**src/hw/eop_config.svh**
```systemverilog
/* Build-time sizes for the end-of-packet shim: tag count, tag width, packet
   length width and read data width */

`ifndef EOP_CONFIG_SVH
`define EOP_CONFIG_SVH

// Number of distinct request tags that may be in flight on one channel
`define EOP_MAX_ACTIVE_REQS 128

// Tag width, which must cover EOP_MAX_ACTIVE_REQS entries
`define EOP_TAG_BITS 7

// Width of a packet length or beat number
// Lengths are stored as beats minus one, so two bits cover one to four lines
`define EOP_LEN_BITS 2

// Width of one read data beat
`define EOP_DATA_BITS 64

`endif

```
**src/hw/mem_req_pkg.sv**
```systemverilog
/* Request-side types for the end-of-packet shim: the request tag and the
   packet length of a request */

`include "eop_config.svh"

package mem_req_pkg;

    // Tag carried by a request and echoed by every response beat
    // Tags are unique among the packets in flight on one channel
    typedef logic [`EOP_TAG_BITS-1:0] tag_t;

    // Packet length of a request, encoded as number of beats minus one
    // A value of zero is a single cache line, three is four lines
    typedef logic [`EOP_LEN_BITS-1:0] req_len_t;

endpackage

```
**src/hw/mem_rsp_pkg.sv**
```systemverilog
/* Response-side types for the end-of-packet shim: beat number, write
   response format and the state of a beat tracker */

`include "eop_config.svh"

package mem_rsp_pkg;

    // Beat number of a response within its packet
    // A packed write response puts the packet length here instead
    typedef logic [`EOP_LEN_BITS-1:0] cl_num_t;

    // Format of a write response
    // WR_FMT_BEAT acknowledges a single cache line of a packet,
    // WR_FMT_PACKED acknowledges the whole packet at once
    typedef enum logic
    {
        WR_FMT_BEAT   = 1'b0,
        WR_FMT_PACKED = 1'b1
    } wr_fmt_e;

    // State of a beat tracker
    // The counter RAM is swept to zero in TRK_CLEAR before use
    typedef enum logic
    {
        TRK_CLEAR = 1'b0,
        TRK_READY = 1'b1
    } trk_state_e;

endpackage

```
**src/hw/eop_shim_top.sv**
```systemverilog
/* End-of-packet shim top level: request length tables and beat trackers
   for the read and write channels, joined by the shared response stage */

`timescale 1ns/1ps

`include "eop_config.svh"

module eop_shim_top
    import mem_req_pkg::*;
    import mem_rsp_pkg::*;
(
    input  logic                      clk,
    input  logic                      reset,

    // Requests leaving the user logic
    input  logic                      rd_req_en,
    input  tag_t                      rd_req_tag,
    input  req_len_t                  rd_req_len,
    input  logic                      wr_req_en,
    input  tag_t                      wr_req_tag,
    input  req_len_t                  wr_req_len,

    // Almost-full levels from the memory and toward the user
    input  logic                      mem_rd_alm_full,
    input  logic                      mem_wr_alm_full,
    output logic                      user_rd_alm_full,
    output logic                      user_wr_alm_full,

    // Responses from the memory
    input  logic                      mem_rd_rsp_valid,
    input  tag_t                      mem_rd_rsp_tag,
    input  cl_num_t                   mem_rd_rsp_cl_num,
    input  logic [`EOP_DATA_BITS-1:0] mem_rd_rsp_data,
    input  logic                      mem_wr_rsp_valid,
    input  tag_t                      mem_wr_rsp_tag,
    input  wr_fmt_e                   mem_wr_rsp_fmt,
    input  cl_num_t                   mem_wr_rsp_cl_num,

    // Responses toward the user
    output logic                      user_rd_rsp_valid,
    output tag_t                      user_rd_rsp_tag,
    output cl_num_t                   user_rd_rsp_cl_num,
    output logic [`EOP_DATA_BITS-1:0] user_rd_rsp_data,
    output logic                      user_rd_rsp_eop,
    output logic                      user_wr_rsp_valid,
    output tag_t                      user_wr_rsp_tag,
    output wr_fmt_e                   user_wr_rsp_fmt,
    output cl_num_t                   user_wr_rsp_cl_num
);

    req_len_t rd_len;
    req_len_t wr_len;
    logic     rd_eop;
    logic     wr_eop;
    logic     wr_beat_en;

    // ========================================================================
    // Read channel, every beat is counted
    // ========================================================================

    req_len_table rd_len_table (
        .clk     (clk),
        .req_en  (rd_req_en),
        .req_tag (rd_req_tag),
        .req_len (rd_req_len),
        .rsp_tag (mem_rd_rsp_tag),
        .rsp_len (rd_len)
    );

    flit_tracker rd_tracker (
        .clk           (clk),
        .reset         (reset),
        .rsp_en        (mem_rd_rsp_valid),
        .rsp_tag       (mem_rd_rsp_tag),
        .rsp_len       (rd_len),
        .mem_alm_full  (mem_rd_alm_full),
        .user_alm_full (user_rd_alm_full),
        .pkt_eop       (rd_eop)
    );

    // ========================================================================
    // Write channel, only per-beat responses are counted
    // ========================================================================

    req_len_table wr_len_table (
        .clk     (clk),
        .req_en  (wr_req_en),
        .req_tag (wr_req_tag),
        .req_len (wr_req_len),
        .rsp_tag (mem_wr_rsp_tag),
        .rsp_len (wr_len)
    );

    flit_tracker wr_tracker (
        .clk           (clk),
        .reset         (reset),
        .rsp_en        (wr_beat_en),
        .rsp_tag       (mem_wr_rsp_tag),
        .rsp_len       (wr_len),
        .mem_alm_full  (mem_wr_alm_full),
        .user_alm_full (user_wr_alm_full),
        .pkt_eop       (wr_eop)
    );

    // Shared output registers for both channels
    rsp_eop_stage rsp_stage (
        .clk                (clk),
        .reset              (reset),
        .mem_rd_rsp_valid   (mem_rd_rsp_valid),
        .mem_rd_rsp_tag     (mem_rd_rsp_tag),
        .mem_rd_rsp_cl_num  (mem_rd_rsp_cl_num),
        .mem_rd_rsp_data    (mem_rd_rsp_data),
        .rd_eop             (rd_eop),
        .mem_wr_rsp_valid   (mem_wr_rsp_valid),
        .mem_wr_rsp_tag     (mem_wr_rsp_tag),
        .mem_wr_rsp_fmt     (mem_wr_rsp_fmt),
        .mem_wr_rsp_cl_num  (mem_wr_rsp_cl_num),
        .wr_eop             (wr_eop),
        .wr_len             (wr_len),
        .wr_beat_en         (wr_beat_en),
        .user_rd_rsp_valid  (user_rd_rsp_valid),
        .user_rd_rsp_tag    (user_rd_rsp_tag),
        .user_rd_rsp_cl_num (user_rd_rsp_cl_num),
        .user_rd_rsp_data   (user_rd_rsp_data),
        .user_rd_rsp_eop    (user_rd_rsp_eop),
        .user_wr_rsp_valid  (user_wr_rsp_valid),
        .user_wr_rsp_tag    (user_wr_rsp_tag),
        .user_wr_rsp_fmt    (user_wr_rsp_fmt),
        .user_wr_rsp_cl_num (user_wr_rsp_cl_num)
    );

endmodule

```
**src/hw/flit_tracker.sv**
```systemverilog
/* Per-tag beat tracker: counts received response beats in a RAM that is
   swept clear after reset, flags the last beat and gates almost-full */

`timescale 1ns/1ps

`include "eop_config.svh"

module flit_tracker
    import mem_req_pkg::*;
    import mem_rsp_pkg::*;
(
    input  logic     clk,
    input  logic     reset,

    // Counted response beat with its tag and the packet length of that tag
    input  logic     rsp_en,
    input  tag_t     rsp_tag,
    input  req_len_t rsp_len,

    // Almost-full level from the memory, and the level shown to the user
    input  logic     mem_alm_full,
    output logic     user_alm_full,

    // High in the response cycle when this beat completes its packet
    output logic     pkt_eop
);

    // ========================================================================
    // Clearing sweep
    // ========================================================================

    trk_state_e state;
    tag_t       clear_idx;
    logic       sweep_last;

    // Last entry of the sweep, reached EOP_MAX_ACTIVE_REQS cycles after reset
    assign sweep_last = (clear_idx == tag_t'(`EOP_MAX_ACTIVE_REQS - 1));

    always_ff @(posedge clk)
    begin
        if (reset)
        begin
            state     <= TRK_CLEAR;
            clear_idx <= '0;
        end
        else if (state == TRK_CLEAR)
        begin
            // One entry is zeroed per cycle
            clear_idx <= clear_idx + tag_t'(1);
            if (sweep_last)
            begin
                state <= TRK_READY;
            end
        end
    end

    // The user must hold off new requests until every counter is known zero
    assign user_alm_full = mem_alm_full || (state != TRK_READY);

    // ========================================================================
    // Received-beat counters
    // ========================================================================

    // Count of beats already received per tag, minus nothing
    // A count equal to the stored length means this beat is the last one
    req_len_t cnt_ram [0:`EOP_MAX_ACTIVE_REQS-1];
    req_len_t rcvd_cnt;
    req_len_t cnt_upd;
    logic     ram_wen;
    tag_t     ram_waddr;
    req_len_t ram_wdata;

    assign rcvd_cnt = cnt_ram[rsp_tag];

    // End of packet is decided in the response cycle itself
    assign pkt_eop = rsp_en && (rcvd_cnt == rsp_len);

    // A completed packet returns its counter to zero so the tag can be reused
    assign cnt_upd = pkt_eop ? req_len_t'(0) : rcvd_cnt + req_len_t'(1);

    // Single write port shared by the sweep and the response path
    always_comb
    begin
        if (state == TRK_CLEAR)
        begin
            ram_wen   = 1'b1;
            ram_waddr = clear_idx;
            ram_wdata = '0;
        end
        else
        begin
            ram_wen   = rsp_en;
            ram_waddr = rsp_tag;
            ram_wdata = cnt_upd;
        end
    end

    always_ff @(posedge clk)
    begin
        if (ram_wen)
        begin
            cnt_ram[ram_waddr] <= ram_wdata;
        end
    end

    // Responses may only come for requests issued after the sweep ended
    assert property (@(posedge clk) disable iff (reset)
        rsp_en |-> state == TRK_READY)
        else $error("flit_tracker: response beat during clearing sweep");

    // More beats than the request asked for means a lost or duplicated tag
    assert property (@(posedge clk) disable iff (reset)
        rsp_en |-> rcvd_cnt <= rsp_len)
        else $error("flit_tracker: beat count exceeds packet length");

endmodule

```
**src/hw/req_len_table.sv**
```systemverilog
/* Request length table: remembers the packet length of each request under
   its tag and returns it for the tag of the current response */

`timescale 1ns/1ps

`include "eop_config.svh"

module req_len_table
    import mem_req_pkg::*;
(
    input  logic     clk,

    // Request being issued by the user logic
    input  logic     req_en,
    input  tag_t     req_tag,
    input  req_len_t req_len,

    // Tag of the response seen in this cycle
    input  tag_t     rsp_tag,
    output req_len_t rsp_len
);

    // One length entry per tag
    // This is a small distributed RAM with a single write port, owned only
    // by the request side, while the beat counters live in the tracker
    req_len_t len_ram [0:`EOP_MAX_ACTIVE_REQS-1];

    // Capture the length on the request cycle
    // An entry is rewritten only when its tag is issued again, which
    // cannot happen before the previous packet with that tag is complete
    always_ff @(posedge clk)
    begin
        if (req_en)
        begin
            len_ram[req_tag] <= req_len;
        end
    end

    // Asynchronous read by response tag
    // A response arrives at least one cycle after its request, so the
    // entry written at the request edge is already visible here
    assign rsp_len = len_ram[rsp_tag];

endmodule

```
**src/hw/rsp_eop_stage.sv**
```systemverilog
/* Response stage: registers read beats with their end-of-packet flag and
   merges per-beat write responses into a single packed response */

`timescale 1ns/1ps

`include "eop_config.svh"

module rsp_eop_stage
    import mem_req_pkg::*;
    import mem_rsp_pkg::*;
(
    input  logic                      clk,
    input  logic                      reset,

    // Read beat from memory and its end flag from the read tracker
    input  logic                      mem_rd_rsp_valid,
    input  tag_t                      mem_rd_rsp_tag,
    input  cl_num_t                   mem_rd_rsp_cl_num,
    input  logic [`EOP_DATA_BITS-1:0] mem_rd_rsp_data,
    input  logic                      rd_eop,

    // Write response from memory, its end flag and its stored length
    input  logic                      mem_wr_rsp_valid,
    input  tag_t                      mem_wr_rsp_tag,
    input  wr_fmt_e                   mem_wr_rsp_fmt,
    input  cl_num_t                   mem_wr_rsp_cl_num,
    input  logic                      wr_eop,
    input  req_len_t                  wr_len,

    // Write beats that the write tracker has to count
    output logic                      wr_beat_en,

    // Read beats toward the user
    output logic                      user_rd_rsp_valid,
    output tag_t                      user_rd_rsp_tag,
    output cl_num_t                   user_rd_rsp_cl_num,
    output logic [`EOP_DATA_BITS-1:0] user_rd_rsp_data,
    output logic                      user_rd_rsp_eop,

    // Merged write responses toward the user
    output logic                      user_wr_rsp_valid,
    output tag_t                      user_wr_rsp_tag,
    output wr_fmt_e                   user_wr_rsp_fmt,
    output cl_num_t                   user_wr_rsp_cl_num
);

    logic wr_final;

    // ========================================================================
    // Read path
    // ========================================================================

    always_ff @(posedge clk)
    begin
        if (reset)
        begin
            user_rd_rsp_valid <= 1'b0;
        end
        else
        begin
            user_rd_rsp_valid <= mem_rd_rsp_valid;
        end
    end

    // Beat payload goes through unchanged, only the end flag is added
    always_ff @(posedge clk)
    begin
        if (mem_rd_rsp_valid)
        begin
            user_rd_rsp_tag    <= mem_rd_rsp_tag;
            user_rd_rsp_cl_num <= mem_rd_rsp_cl_num;
            user_rd_rsp_data   <= mem_rd_rsp_data;
            user_rd_rsp_eop    <= rd_eop;
        end
    end

    // ========================================================================
    // Write path
    // ========================================================================

    // Packed responses are complete already and never touch the counters
    assign wr_beat_en = mem_wr_rsp_valid && (mem_wr_rsp_fmt == WR_FMT_BEAT);

    // Final when packed by memory, or when the beat closes its packet
    assign wr_final = mem_wr_rsp_valid && ((mem_wr_rsp_fmt == WR_FMT_PACKED) || wr_eop);

    always_ff @(posedge clk)
    begin
        if (reset)
        begin
            user_wr_rsp_valid <= 1'b0;
        end
        else
        begin
            // Earlier beats of a packet are dropped here
            user_wr_rsp_valid <= wr_final;
        end
    end

    // Every response that reaches the user describes a whole packet
    always_ff @(posedge clk)
    begin
        if (wr_final)
        begin
            user_wr_rsp_tag    <= mem_wr_rsp_tag;
            user_wr_rsp_fmt    <= WR_FMT_PACKED;
            user_wr_rsp_cl_num <= cl_num_t'(wr_len);
        end
    end

    // A beat number beyond the length recorded for its tag is a stray beat
    assert property (@(posedge clk) disable iff (reset)
        wr_beat_en |-> mem_wr_rsp_cl_num <= wr_len)
        else $error("rsp_eop_stage: write beat number beyond packet length");

endmodule

```
**config.mk**
```make
export PLATFORM = sky130hd
export DESIGN_NAME = eop_shim_top
export DESIGN_NICKNAME = d
export VERILOG_FILES = /design/src/hw/mem_req_pkg.sv /design/src/hw/mem_rsp_pkg.sv /design/src/hw/eop_shim_top.sv /design/src/hw/flit_tracker.sv /design/src/hw/req_len_table.sv /design/src/hw/rsp_eop_stage.sv
export VERILOG_INCLUDE_DIRS = /design/src /design/src/hw
export SDC_FILE = /design/constraint.sdc
export NUM_CORES = 1
export LEC_CHECK = 0
export BUFFER_PORTS_ARGS = -buffer_cell sky130_fd_sc_hd__buf_2
export CAP_MARGIN = 25
export CORE_MARGIN = 2
export CORE_UTILIZATION = 55
export DETAILED_ROUTE_END_ITERATION = 6
export GPL_ROUTABILITY_DRIVEN = 0
export PLACE_DENSITY = 0.72
export SETUP_SLACK_MARGIN = 0.5
export SLEW_MARGIN = 20
export SYNTH_ARGS = -nofsm -noshare
export SYNTH_HDL_FRONTEND = slang
export SYNTH_SLANG_ARGS = --single-unit
```
**constraint.sdc**
```tcl
create_clock -name clk -period 14.9 [get_ports clk]
set_input_delay 0.745 -clock clk [delete_from_list [all_inputs] [get_ports clk]]
set_output_delay 0.745 -clock clk [all_outputs]
set_load 0.1 [all_outputs]
```
=== After elaboration in Yosys (flattened, before gate mapping) ===
Memory sizes are Yosys's and may differ from the RTL's.
Index checks and enable logic that the tools add are counted.

* Muxes and demuxes: 20
* Equal/unequal tests: 4
* Bitwise gates (word level): 3
* Add/sub/neg operators: 4
* Reduce and logical (&&, ||, !) cells: 7

{| class="wikitable"
|+ Operators by type and width
! cell !! number
|-
| 7-bit by 1-bit adder with 7-bit output, second input constant || 2
|-
| 7-bit equality test, second input constant || 2
|-
| 1-bit two-way mux || 14
|-
| 7-bit two-way mux || 2
|-
| 2-bit two-way mux || 4
|-
| 2-bit by 1-bit adder with 2-bit output, second input constant || 2
|-
| 2-bit equality test || 2
|-
| 1-bit logical AND || 4
|-
| 1-bit logical OR || 3
|-
| 1-bit NOT || 3
|}

* Memory bits (writable): 1,024
* Bits in registers: 101
* Word-level logic and storage cells: 54
* Memories: 4

{| class="wikitable"
|+ Memory list
! memory !! words !! width !! rd ports !! clocked after memory_dff !! wr ports !! line !! source
|-
| rd_len_table.len_ram || 128 || 2 || 1 || 0 || 1 || req_len_table.sv:26 || <nowiki>req_len_t len_ram [0:`EOP_MAX_ACTIVE_REQS-1];</nowiki>
|-
| rd_tracker.cnt_ram || 128 || 2 || 1 || 0 || 1 || flit_tracker.sv:66 || <nowiki>req_len_t cnt_ram [0:`EOP_MAX_ACTIVE_REQS-1];</nowiki>
|-
| wr_len_table.len_ram || 128 || 2 || 1 || 0 || 1 || req_len_table.sv:26 ||
|-
| wr_tracker.cnt_ram || 128 || 2 || 1 || 0 || 1 || flit_tracker.sv:66 ||
|}

=== Longest topological paths before layout ===
Gate-level depths: netlist of run 1.

* Depth in word-level cells: 5
* Gate-level depth with buffers: 13
* Depth with buffers taken out: 9

=== Hierarchy ===
A second synthesis of run 1 with hierarchy kept.

* Cell total of the unflattened synthesis: 2,779
* Area, all modules: 46,427.0 µm²

{| class="wikitable"
|+ Modules (own cells, without submodules)
! module !! cells an instance !! instances !! area an instance (µm²) !! seq. area each (µm²)
|-
| flit_tracker || 735 || 2 || 11,350.9 || 7,847.5
|-
| req_len_table || 609 || 2 || 10,572.6 || 7,687.4
|-
| rsp_eop_stage || 91 || 1 || 2,580.0 || 2,532.4
|}

=== Worst setup path after synthesis of run 1 ===
No wires, ideal clock.

* Path type: in2reg
* From: in mem_wr_rsp_tag[0]
* To: mem wr_tracker.cnt_ram[0][0] (netlist name) (data pin)
* Setup slack: 5.687 ns
* Cell stages on the path: 10
* Data required time: 13.588 ns
* Data arrival time: 7.901 ns
* Setup time: 1.312 ns
* Cell sequence: buf_4 -> buf_4 -> mux4_2 -> o22ai_1 -> a211oi_1 -> nor4_1 -> nand2_1 -> xor2_1 -> nor2_1 -> a311oi_1

* Word-level cells in the longest chain between the ends: 5
* Elaborated cells between the ends (all ways): 7
* Classes of those cells: add/sub (1); eq/ne (1); mux (2); reduce/logical (1); memory (2)

{| class="wikitable"
|+ RTL lines
! item !! line !! source
|-
| start, declared || eop_shim_top.sv:35 || <nowiki>input tag_t mem_wr_rsp_tag,</nowiki>
|-
| memory 128 x 2 bit || - ||
|-
| named net rsp_stage.wr_len[0] || rsp_eop_stage.sv:28 || <nowiki>input req_len_t wr_len,</nowiki>
|-
| 2-bit equality test || flit_tracker.sv:76 || <nowiki>assign pkt_eop = rsp_en && (rcvd_cnt == rsp_len);</nowiki>
|-
| 1-bit logical AND || flit_tracker.sv:76 ||
|-
| 2-bit two-way mux || flit_tracker.sv:79 || <nowiki>assign cnt_upd = pkt_eop ? req_len_t'(0) : rcvd_cnt + req_len_t'(1);</nowiki>
|-
| 2-bit two-way mux || flit_tracker.sv:84 || <nowiki>if (state == TRK_CLEAR)</nowiki>
|-
| named net wr_tracker.ram_wdata[0] || flit_tracker.sv:71 || <nowiki>req_len_t ram_wdata;</nowiki>
|-
| end, declared || flit_tracker.sv:66 ||
|}

The timed path passes the listed nets, and every way through them passes these cells.

=== Worst setup path after layout of run 1 ===
* From: in mem_rd_rsp_tag[0]
* To: mem rd_tracker.cnt_ram[106][0] (netlist name) (data pin)

* Word-level cells in the longest chain between the ends: 5
* Elaborated cells between the ends (all ways): 7
* Classes of those cells: add/sub (1); eq/ne (1); mux (2); reduce/logical (1); memory (2)

{| class="wikitable"
|+ RTL lines
! item !! line !! source
|-
| start, declared || eop_shim_top.sv:31 || <nowiki>input tag_t mem_rd_rsp_tag,</nowiki>
|-
| branches (longest 3 deep; another with memory 128 x 2 bit) || - ||
|-
| 2-bit two-way mux (*) || flit_tracker.sv:79 ||
|-
| 2-bit two-way mux (*) || flit_tracker.sv:84 ||
|-
| named net rd_tracker.ram_wdata[0] || flit_tracker.sv:71 ||
|-
| end, declared || flit_tracker.sv:66 ||
|}

Mark *: on every way through the listed nets, which the timed path passes.

==> results of run 1 <==
==> worst max path at each step <==
stage / from / endpoint / slack, ns / depth (start not counted)
after detailed placement: mem_rd_rsp_tag[0] / rd_tracker.cnt_ram[108][1]$_DFFE_PP_ / 8.92 / 11
after global routing: mem_rd_rsp_tag[0] / rd_tracker.cnt_ram[46][1]$_DFFE_PP_ / 9.45 / 13
after floorplan: mem_wr_rsp_tag[0] / wr_tracker.cnt_ram[0][0]$_DFFE_PP_ / 5.69 / 10
after CTS: mem_rd_rsp_tag[0] / rd_tracker.cnt_ram[122][1]$_DFFE_PP_ / 9.62 / 11
after global placement: mem_rd_rsp_tag[0] / rd_tracker.cnt_ram[104][1]$_DFFE_PP_ / 8.52 / 11
final: mem_rd_rsp_tag[0] / rd_tracker.cnt_ram[106][0]$_DFFE_PP_ / 9.85 / 13
==> report_power, final <==
| part | internal (mW) | switching, mW | total (mW) | leakage (nW) |
|---|---|---|---|---|
| clock network | 1.55 | 1.15 | 2.70 | 1.72 |
| logic | 0.119 | 0.345 | 0.464 | 4.29 |
| registers | 3.48 | 0.0103 | 3.49 | 10.5 |
| total | 5.15 | 1.51 | 6.65 | 16.5 |
==> metal layers <==
metal,wire length (um),global-route usage [%],vias up
li1,-,-,10887
met1,38400,30.2,12638
met2,49700,39.7,1118
met3,7710,4.08,177
met4,2210,6.79,2
met5,14,0,-
==> kinds of logic after synthesis <==
family | after synthesis | share of synthesized area [%]
adder cells (fa/ha/maj) | 2 | 0.0553
buffers and inverters | 155 | 1.60
AND/OR/NAND/NOR | 804 | 7.37
multiplexers | 324 | 12.7
flip-flops | 1125 | 74.3
XOR/XNOR | 16 | 0.310
AO/OA/AOI/OAI | 235 | 3.65
other | 1 | 0.00829
==> area by class of cell <==
cell class                 instances  area share, %
tap                             1070           2.63
timing repair buffer             231           2.82
clock inverter                    49           1.06
sequential                      1125           66.0
clock buffer                     153           5.88
inverter                          11         0.0811
multi-input combinational       1382           21.5
==> layout by cell type, fill, tap and decap left out, types with 11 or more instances in the layout <==
cell type,n
sky130_fd_sc_hd__a211oi_1,16
sky130_fd_sc_hd__a221oi_1,12
sky130_fd_sc_hd__a22oi_1,17
sky130_fd_sc_hd__buf_2,186
sky130_fd_sc_hd__buf_4,24
sky130_fd_sc_hd__clkbuf_1,35
sky130_fd_sc_hd__clkbuf_16,110
sky130_fd_sc_hd__clkinv_1,23
sky130_fd_sc_hd__clkinv_2,11
sky130_fd_sc_hd__dfxtp_1,18
sky130_fd_sc_hd__edfxtp_1,1107
sky130_fd_sc_hd__mux2i_1,119
sky130_fd_sc_hd__mux4_2,200
sky130_fd_sc_hd__nand2_1,115
sky130_fd_sc_hd__nand2b_1,16
sky130_fd_sc_hd__nand3_1,49
sky130_fd_sc_hd__nor2_1,540
sky130_fd_sc_hd__nor2b_1,25
sky130_fd_sc_hd__nor4_1,20
sky130_fd_sc_hd__o21ai_0,25
sky130_fd_sc_hd__o221ai_1,36
sky130_fd_sc_hd__o22ai_1,89
==> cell usage after synthesis, types with 2 or more instances <==
cell type	instances	area share (%)
sky130_fd_sc_hd__o32ai_1	8	0.15
sky130_fd_sc_hd__nor3b_1	4	0.066
sky130_fd_sc_hd__inv_1	8	0.066
sky130_fd_sc_hd__nor2_1	542	4.5
sky130_fd_sc_hd__a22o_1	4	0.077
sky130_fd_sc_hd__nor4_1	20	0.28
sky130_fd_sc_hd__nor3_1	9	0.10
sky130_fd_sc_hd__nand2_1	115	0.95
sky130_fd_sc_hd__clkinv_1	3	0.025
sky130_fd_sc_hd__a221oi_1	12	0.23
sky130_fd_sc_hd__mux4_2	200	10
sky130_fd_sc_hd__a21boi_0	4	0.066
sky130_fd_sc_hd__o221ai_1	36	0.70
sky130_fd_sc_hd__buf_4	19	0.32
sky130_fd_sc_hd__o22ai_1	89	1.2
sky130_fd_sc_hd__nand4_1	4	0.055
sky130_fd_sc_hd__nand3_1	49	0.54
sky130_fd_sc_hd__and4_1	2	0.039
sky130_fd_sc_hd__o21ai_0	25	0.28
sky130_fd_sc_hd__edfxtp_1	1107	73
sky130_fd_sc_hd__xnor2_1	9	0.17
sky130_fd_sc_hd__buf_2	22	0.24
sky130_fd_sc_hd__a211oi_1	17	0.28
sky130_fd_sc_hd__nand3b_1	7	0.12
sky130_fd_sc_hd__clkbuf_1	89	0.74
sky130_fd_sc_hd__xor2_1	7	0.14
sky130_fd_sc_hd__and2_1	3	0.041
sky130_fd_sc_hd__a21oi_1	10	0.11
sky130_fd_sc_hd__dfxtp_1	18	0.80
sky130_fd_sc_hd__nand2b_1	16	0.22
sky130_fd_sc_hd__buf_1	8	0.066
sky130_fd_sc_hd__or3_1	7	0.097
sky130_fd_sc_hd__mux2_2	5	0.12
sky130_fd_sc_hd__o31ai_1	2	0.033
sky130_fd_sc_hd__ha_1	2	0.055
sky130_fd_sc_hd__nor2b_1	25	0.35
sky130_fd_sc_hd__o211ai_1	4	0.066
sky130_fd_sc_hd__a22oi_1	17	0.28
sky130_fd_sc_hd__buf_6	6	0.15
sky130_fd_sc_hd__mux2i_1	119	2.6
==> registers in the layout (all words and copies together), names as in the netlist <==
register / flops
rd_tracker.cnt_ram: 256
rsp_stage.user_rd_rsp_cl_num: 2
rsp_stage.user_rd_rsp_data: 64
rd_len_table.len_ram: 256
rsp_stage.user_rd_rsp_tag: 7
wr_tracker.cnt_ram: 256
rsp_stage.user_rd_rsp_eop: 1
rd_tracker.clear_idx: 7
rsp_stage.user_wr_rsp_tag: 7
rsp_stage.user_wr_rsp_cl_num: 2
rd_tracker.state: 1
rsp_stage.user_wr_rsp_valid: 1
rsp_stage.user_rd_rsp_valid: 1
wr_len_table.len_ram: 256
wr_tracker.state: 1
wr_tracker.clear_idx: 7
==> worst reg2reg max path, stage by stage, from the launching register on <==
cell                       delay (ns)
sky130_fd_sc_hd__dfxtp_1         0.98
sky130_fd_sc_hd__clkinv_1        0.61
sky130_fd_sc_hd__o31ai_1         0.61
sky130_fd_sc_hd__nand3_1         0.90
sky130_fd_sc_hd__nor2_1          0.48
==> metrics by stage <==
stage	setup slack (ns)	hold slack, ns	cells	total power, mW	util (%)
floorplan	5.69	0.493	2662	3.88	-
global placement	8.52	0.525	3805	4.01	57.6
detailed placement	8.92	0.568	3813	4.02	57.8
CTS	9.62	0.203	4015	6.70	62.1
global route	9.45	0.222	4021	6.84	62.3
finish	9.85	0.236	4021	6.65	62.3
==> results.yml, run 1 <==
critical_path:
  crit-reg2reg-launch: "wr_tracker.state$_SDFF_PP0_"
  critPathMaxStageDelay_ns: 0.63
  worst-endpoint-required_ns: 15.29
  r2r_path_end: "wr_tracker.cnt_ram[72][0]$_DFFE_PP_"
  worst_setup_path_end_kind: "register"
  critical-path-slowest-cell: "sky130_fd_sc_hd__buf_4"
  worst-setup-path-type: "in -> reg"
  crit_arrival_ns: 5.44
  worst_path_dominant_cell_family: "buffers and inverters"
  path_cells: "clkbuf_8 -> buf_16 -> buf_4 -> buf_12 -> mux4_2 -> o22ai_1 -> nor4_1 -> mux4_2 -> xnor2_1 -> nand3_1 -> nand2_1 -> nor2_4 -> buf_4"
  timing.reg2reg.setup_slack_ns: 11.00
  worstRegToRegCells: 4
  cp-start-kind: "input port"
  crit_buf_inv: 5
  cp_max_fo: 68
cells_and_area:
  diodes: 0
  stdcell_area_um2: 50900
  final_layout_size_suffix_gt1_share_pct: 20.0
  areaGrowthSynthToFinish_pct: 12.5
  filler_cell_count: 5704
  layout.nets: 2972
  multiInputGateArea_um2: 10900
  sequential_cell_area_um2: 33600
routing:
  route.vias.total: 24822
  routedWlPerCell_um: 24.4
  vias_per_cell: 6.17
  dr.first_iter.drc_count: 2524
  first_pass_iters: 5
  drc: 0
  antenna_violating_nets_post_route: 0
  aggregate_routed_wire_length_mm: 98.1
floorplan:
  initial_core_utilization_pct: 55.3
  die_y_um: 291
  die-width_um: 291
  floorplan.core_area_um2: 81700
  num_rows: 105
  floorplan.die_area_um2: 84500
  boundaryPins: 197
place:
  buffer_ports.inserted: 193
  dp_hpwl_mm: 58.8
  dpl-instance-area_um2: 47200
clock_tree:
  tritoncts: "yes"
  clock_transition_time_at_the_flip_flop_clock_pins_of_the_worst_setup_and_hold_paths_ns: 0.06
  hold_fix_buffers_at_cts: 0
  clockBufferDepth: 3
  cts-root-buf: "sky130_fd_sc_hd__clkbuf_16"
  postCtsResizedCells: 0
  clock-sinks: 1125
  worst_skew_late_latency_ns: 0.70
  postCtsSetupBuffers: 0
  htree_num_levels: 3
  inserted_clock_buffers: 110
power_and_ir_drop:
  power.static_leakage_nw: 16.5
  power_per_cell_area_nw_per_um2: 131
  irDropWorstVdd_v: 0.000108
global_routing:
  globalRoute.totalOverflow: 0
  grt_max_degree: 129
  grt_pass1_vias: 25791
  track_usage_pct: 23.0
  grt_pass1_wl_mm: 149
  grt_antenna_before_repair: 1
timing:
  rsz0062_at_grt: "no"
  max_clock_freq_mhz: 198
  finalSetupTns_ns: 0
  portion_of_the_clock_cycle_consumed_by_the_worst_path_in_the_final_layout_pct: 33.9
  finalSetupViolCount: 0
  drv_slew: 0
  fin_clk_skew_ns: 0.0411
  timing_worst_slew_pin_value_ns: 1.11
  final_hold_viol_count: 0
  fin_crit_ns: 5.05
  tightest_slew_margin_relative_to_the_limit_pct: 26.0
worst_hold_path:
  timing.hold.worst.start: "mem_rd_rsp_cl_num[0]"
  hold_path_class: "in -> reg"
  min_delay_worst_endpoint: "rsp_stage.user_rd_rsp_cl_num[0]$_DFFE_PP_"
  worst_hold_path.num_cells: 1
synth:
  syn-instance-count: 2662
  post_synthesis_instance_area_um2: 45200
  count_of_distinct_cell_types_in_the_synthesized_netlist: 49
  synthFlopType: "sky130_fd_sc_hd__edfxtp_1"
  yosys_warnings: 0
  syn-num-nets: 2773
  ys_seq_elements: 1125
  postSynth.asyncResetShare_pct: 0
  synth_edf_count: 1107
  synth.avg_cell_area_um2: 17.0
  synth_seq_area_share_pct: 74.3
run:
  cap_violations: 0
status:
  run_status: "completed"
No activity file was read; power rests on OpenSTA's default activity.
==> inputs of run 2 (changes only) <==
clock period = 4.8 ns   (was 14.9 ns; I/O delays follow)
==> results.yml, run 2 (same netlist as run 1, synthesis figures left out) <==
status:
  run_status: "completed"
timing:
  tightest_slew_margin_relative_to_the_limit_pct: 24.8
  timing_worst_slew_pin_value_ns: 1.12
  drv_slew: 0
  finalSetupViolCount: 0
  max_clock_freq_mhz: 261
  portion_of_the_clock_cycle_consumed_by_the_worst_path_in_the_final_layout_pct: 79.8
  final_hold_viol_count: 0
  finalSetupTns_ns: 0
  rsz0062_at_grt: "no"
  fin_crit_ns: 3.83
  fin_clk_skew_ns: 0.0550
critical_path:
  worst-endpoint-required_ns: 5.29
  cp_max_fo: 60
  path_cells: "dlygate4sd3_1 -> buf_2 -> or3_1 -> o22ai_1 -> nor4_1 -> mux4_2 -> xnor2_1 -> nand3_1 -> nand2_1 -> nor2_4 -> buf_12"
  crit_buf_inv: 3
  critical-path-slowest-cell: "sky130_fd_sc_hd__or3_1"
  worst_path_dominant_cell_family: "simple AND/OR/NAND/NOR gates"
  crit_arrival_ns: 4.32
  cp-start-kind: "input port"
  worst_setup_path_end_kind: "register"
  worst-setup-path-type: "in -> reg"
  critPathMaxStageDelay_ns: 0.73
routing:
  vias_per_cell: 6.10
  routedWlPerCell_um: 24.3
  aggregate_routed_wire_length_mm: 100
  route.vias.total: 25202
  antenna_violating_nets_post_route: 0
  drc: 0
  dr.first_iter.drc_count: 2699
  first_pass_iters: 6
power_and_ir_drop:
  clockPowerShare_pct: 41.5
  intPower_mw: 16.4
  irDropWorstVdd_v: 0.000365
  totalPowerFinal_mw: 21.2
  p_comb_share_pct: 7.2
  p_switching_mw: 4.78
  power.share.sequential_pct: 51.3
  power_per_cell_area_nw_per_um2: 406
  p_sw_share_pct: 22.6
  power.static_leakage_nw: 17.0
clock_tree:
  tritoncts: "yes"
  clock_transition_time_at_the_flip_flop_clock_pins_of_the_worst_setup_and_hold_paths_ns: 0.06
  postCtsSetupBuffers: 0
  cts-root-buf: "sky130_fd_sc_hd__clkbuf_16"
  worst_skew_late_latency_ns: 0.70
  htree_num_levels: 3
  clockBufferDepth: 3
  inserted_clock_buffers: 112
  clock-sinks: 1125
cells_and_area:
  filler_cell_count: 5618
  layout.nets: 3072
  diodes: 0
  layout.cells.most_common: "sky130_fd_sc_hd__edfxtp_1"
  final_layout_size_suffix_gt1_share_pct: 20.4
  layout.cells.most_common_list: "sky130_fd_sc_hd__edfxtp_1, sky130_fd_sc_hd__nor2_1, sky130_fd_sc_hd__mux4_2"
  areaGrowthSynthToFinish_pct: 15.2
place:
  buffer_ports.inserted: 193
  dp_hpwl_mm: 61.2
global_routing:
  grt_antenna_before_repair: 1
  globalRoute.totalOverflow: 0
  grt_max_degree: 129
  track_usage_pct: 23.6
  grt_pass1_wl_mm: 152
  grt_pass1_vias: 26209
run:
  cap_violations: 0
floorplan:
  die-width_um: 291
  num_rows: 105
  boundaryPins: 197
  floorplan.die_area_um2: 84500
  die_y_um: 291
  floorplan.core_area_um2: 81700
  initial_core_utilization_pct: 55.3
worst_hold_path:
  hold_path_class: "in -> reg"
## run 2: cell type report
type	instances	area (um2)	share of cell area, %
inverter	11	41.3	0.0793
sequential	1125	33600	64.5
clock buffer	155	3110	5.96
timing repair buffer	329	2420	4.64
tap	1070	1340	2.57
multi-input combinational	1382	10900	21.0
clock inverter	58	639	1.23
## run 2: timing repair
action,CTS,global route
hold buffers,80,3
hold endpoints to repair,92,35
resized for setup,0,0
## run 2: through the flow
step	instances	hold slack [ns]	util [%]	cell area (um2)	setup WS [ns]
global route	4130	0.0207	63.7	52100	0.804
CTS	4124	0.00524	63.6	52000	1.09
finish	4130	0.0491	63.7	52100	0.969
detailed placement	3831	0.418	58.1	47500	0.562
floorplan	2662	0.339	-	45400	0.000644
global placement	3830	0.418	58.1	47400	0.635
## run 2: final timing paths
path / from / slack, ns / end / cells after the start
setup reg to reg: wr_len_table.len_ram[16][0]$_DFFE_PP_ / 1.16 / wr_tracker.cnt_ram[16][0]$_DFFE_PP_ / 9
setup / recovery: mem_rd_rsp_tag[1] / 0.97 / rd_tracker.cnt_ram[34][1]$_DFFE_PP_ / 11
hold / removal: reset / 0.05 / rd_tracker.clear_idx[1]$_SDFFE_PP0N_ / 2
hold reg to reg: wr_tracker.clear_idx[6]$_SDFFE_PP0N_ / 0.58 / wr_tracker.clear_idx[6]$_SDFFE_PP0N_ / 2
## run 2: power groups by stage
stage | Sequential, mW | Combinational, mW | Clock, mW
final | 10.8 | 1.52 | 8.79
after detailed placement | 11.1 | 1.46 | 0
after CTS | 10.8 | 1.51 | 8.94
after global routing | 10.8 | 1.59 | 9.30
after global placement | 11.0 | 1.44 | 0
after floorplan | 11.5 | 0.600 | 0
## run 2: layer usage
metal  GRT usage [%]  vias up  routed length [um]
li1                -    11101                   -
met1            31.4    12850               38800
met2            40.2     1038               51300
met3            3.35      211                6990
met4            8.21        2                3140
met5               0        -                   8
==> inputs of run 3 (changes only) <==
clock period = 3.7 ns   (was 4.8 ns; I/O delays follow)
==> results.yml, run 3 (same netlist as run 1, synthesis figures left out) <==
cells_and_area:
  layout.cells.most_common_list: "sky130_fd_sc_hd__edfxtp_1, sky130_fd_sc_hd__nor2_1, sky130_fd_sc_hd__mux4_2"
  stdcell_area_um2: 53100
  final_cells: 4225
  utilization_pct: 65.0
  layout.cells.most_common: "sky130_fd_sc_hd__edfxtp_1"
  final_layout_size_suffix_gt1_share_pct: 23.2
  layout.nets: 3171
  filler_cell_count: 5446
  areaGrowthSynthToFinish_pct: 17.4
critical_path:
  cp-start-kind: "input port"
  worst-setup-path-type: "in -> reg"
  timing.reg2reg.setup_slack_ns: 0.58
  r2r_path_end: "rd_tracker.cnt_ram[52][1]$_DFFE_PP_"
  critPathMaxStageDelay_ns: 0.55
  worst_path_dominant_cell_family: "buffers and inverters"
  worstRegToRegCells: 12
  crit_arrival_ns: 3.56
  path_cells: "dlygate4sd3_1 -> buf_2 -> nor2b_1 -> nand2_1 -> buf_4 -> buf_12 -> o22ai_1 -> nor4_1 -> mux4_2 -> xnor2_2 -> nand3_2 -> nand2_8 -> nor2_4 -> buf_4 -> buf_12"
  critical-path-slowest-cell: "sky130_fd_sc_hd__dlygate4sd3_1"
  worst-endpoint-required_ns: 4.11
  worst_setup_path_end_kind: "register"
  timing.critical_path.from: "mem_rd_rsp_tag[3]"
  crit_buf_inv: 6
  crit-reg2reg-launch: "rd_tracker.cnt_ram[125][1]$_DFFE_PP_"
  cp_max_fo: 38
timing:
  max_clock_freq_mhz: 318
  finalSetupViolCount: 0
  fin_crit_ns: 3.15
  worst_slack_ns: 0.553
  worst_hold_slack_ns: 0.0273
  timing_worst_slew_pin_value_ns: 1.05
  rsz0062_at_grt: "yes"
  tightest_slew_margin_relative_to_the_limit_pct: 29.7
  fin_clk_skew_ns: 0.0396
  final_hold_viol_count: 0
  finalSetupTns_ns: 0
  drv_slew: 0
  portion_of_the_clock_cycle_consumed_by_the_worst_path_in_the_final_layout_pct: 85.1
worst_hold_path:
  hold_path_class: "in -> reg"
  min_delay_worst_endpoint: "wr_len_table.len_ram[16][0]$_DFFE_PP_"
  worst_hold_path.num_cells: 1
  timing.hold.worst.start: "wr_req_len[0]"
place:
  buffer_ports.inserted: 193
  dpl.cell_count: 3907
  dpl-instance-area_um2: 48300
  dp_hpwl_mm: 64.9
  worst_slack_at_placement_ns: -0.269
routing:
  aggregate_routed_wire_length_mm: 105
  antenna_violating_nets_post_route: 0
  dr.first_iter.drc_count: 2656
  first_pass_iters: 5
  drc: 0
  routedWlPerCell_um: 24.9
  route.vias.total: 25951
  vias_per_cell: 6.14
clock_tree:
  htree_num_levels: 3
  tritoncts: "yes"
  cts-root-buf: "sky130_fd_sc_hd__clkbuf_16"
  worst_skew_late_latency_ns: 0.69
  clockBufferDepth: 3
  inserted_clock_buffers: 109
  clock-sinks: 1125
  clock_transition_time_at_the_flip_flop_clock_pins_of_the_worst_setup_and_hold_paths_ns: 0.06
global_routing:
  track_usage_pct: 24.5
  grt_pass1_vias: 26801
  grt_antenna_before_repair: 0
  grt_pass1_wl_mm: 157
  grt_max_degree: 79
  globalRoute.totalOverflow: 0
floorplan:
  die_y_um: 291
  die-width_um: 291
  initial_core_utilization_pct: 55.3
  floorplan.core_area_um2: 81700
  floorplan.die_area_um2: 84500
  boundaryPins: 197
  num_rows: 105
status:
  run_status: "completed"
power_and_ir_drop:
  power_per_cell_area_nw_per_um2: 506
  irDropWorstVdd_v: 0.000458
  totalPowerFinal_mw: 26.9
  power.static_leakage_nw: 17.5
run:
  cap_violations: 0
## run 3: cell types whose count changed in the layout (fill, tap and decap cells not counted), moves of 5 or more
cell	before	now
sky130_fd_sc_hd__a211oi_2	0	5
sky130_fd_sc_hd__clkbuf_8	14	6
sky130_fd_sc_hd__clkinv_1	21	30
sky130_fd_sc_hd__buf_4	40	108
sky130_fd_sc_hd__buf_6	2	9
sky130_fd_sc_hd__buf_12	15	27
sky130_fd_sc_hd__bufinv_16	11	5
sky130_fd_sc_hd__a211oi_1	16	11
## run 3: what timing repair did
item                                    in CTS  in global routing
hold buffers                                86                  0
resized for setup                            6                 34
endpoints found under the setup margin     258                536
gates cloned                                 4                  4
hold endpoints to repair                   138                  0
setup buffers                               11                  4
pin swaps                                    2                  4
## run 3: worst max path at each step
stage          depth (start not counted)                             endpoint
4_1_cts                                4  wr_tracker.cnt_ram[69][0]$_DFFE_PP_
3_5_place_dp                          12  rd_tracker.cnt_ram[18][1]$_DFFE_PP_
2_1_floorplan                         12   wr_tracker.cnt_ram[0][0]$_DFFE_PP_
5_1_grt                               11  rd_tracker.cnt_ram[79][1]$_DFFE_PP_
3_3_place_gp                          12  rd_tracker.cnt_ram[18][1]$_DFFE_PP_
6_report                              15  rd_tracker.cnt_ram[52][1]$_DFFE_PP_
## run 3: worst reg2reg max path: cells and delay by family (launching register included)
| family | cells | cell delay (ns) |
|---|---|---|
| multiplexers | 2 | 0.99 |
| buffers and inverters | 4 | 0.67 |
| AND/OR/NAND/NOR | 4 | 0.44 |
| flip-flops | 1 | 0.38 |
| XOR/XNOR | 1 | 0.20 |
| AO/OA/AOI/OAI | 1 | 0.18 |
## run 3: metal layers
metal | vias up | global-route usage, % | share of wire, %
met5 | - | 0 | 0
met4 | 0 | 7.62 | 2.9
met3 | 222 | 4.21 | 8.3
met2 | 1267 | 41.6 | 50
met1 | 13152 | 32.7 | 39
li1 | 11310 | - | -
## run 3: report_power, final
group | internal (mW) | switching [mW] | total [mW]
logic | 0.673 | 1.50 | 2.17
clock network | 5.90 | 4.72 | 10.6
registers | 14.0 | 0.0427 | 14.1
total | 20.6 | 6.26 | 26.9
## run 3: layout make-up
cell class	count	area, um2	share of cell area, %
timing repair buffer	427	3490	6.57
sequential	1125	33600	63.3
clock inverter	66	584	1.10
clock buffer	139	2880	5.43
multi-input combinational	1386	11100	21.0
tap	1070	1340	2.52
inverter	11	45.0	0.0849
antenna	1	2.50	0.00471
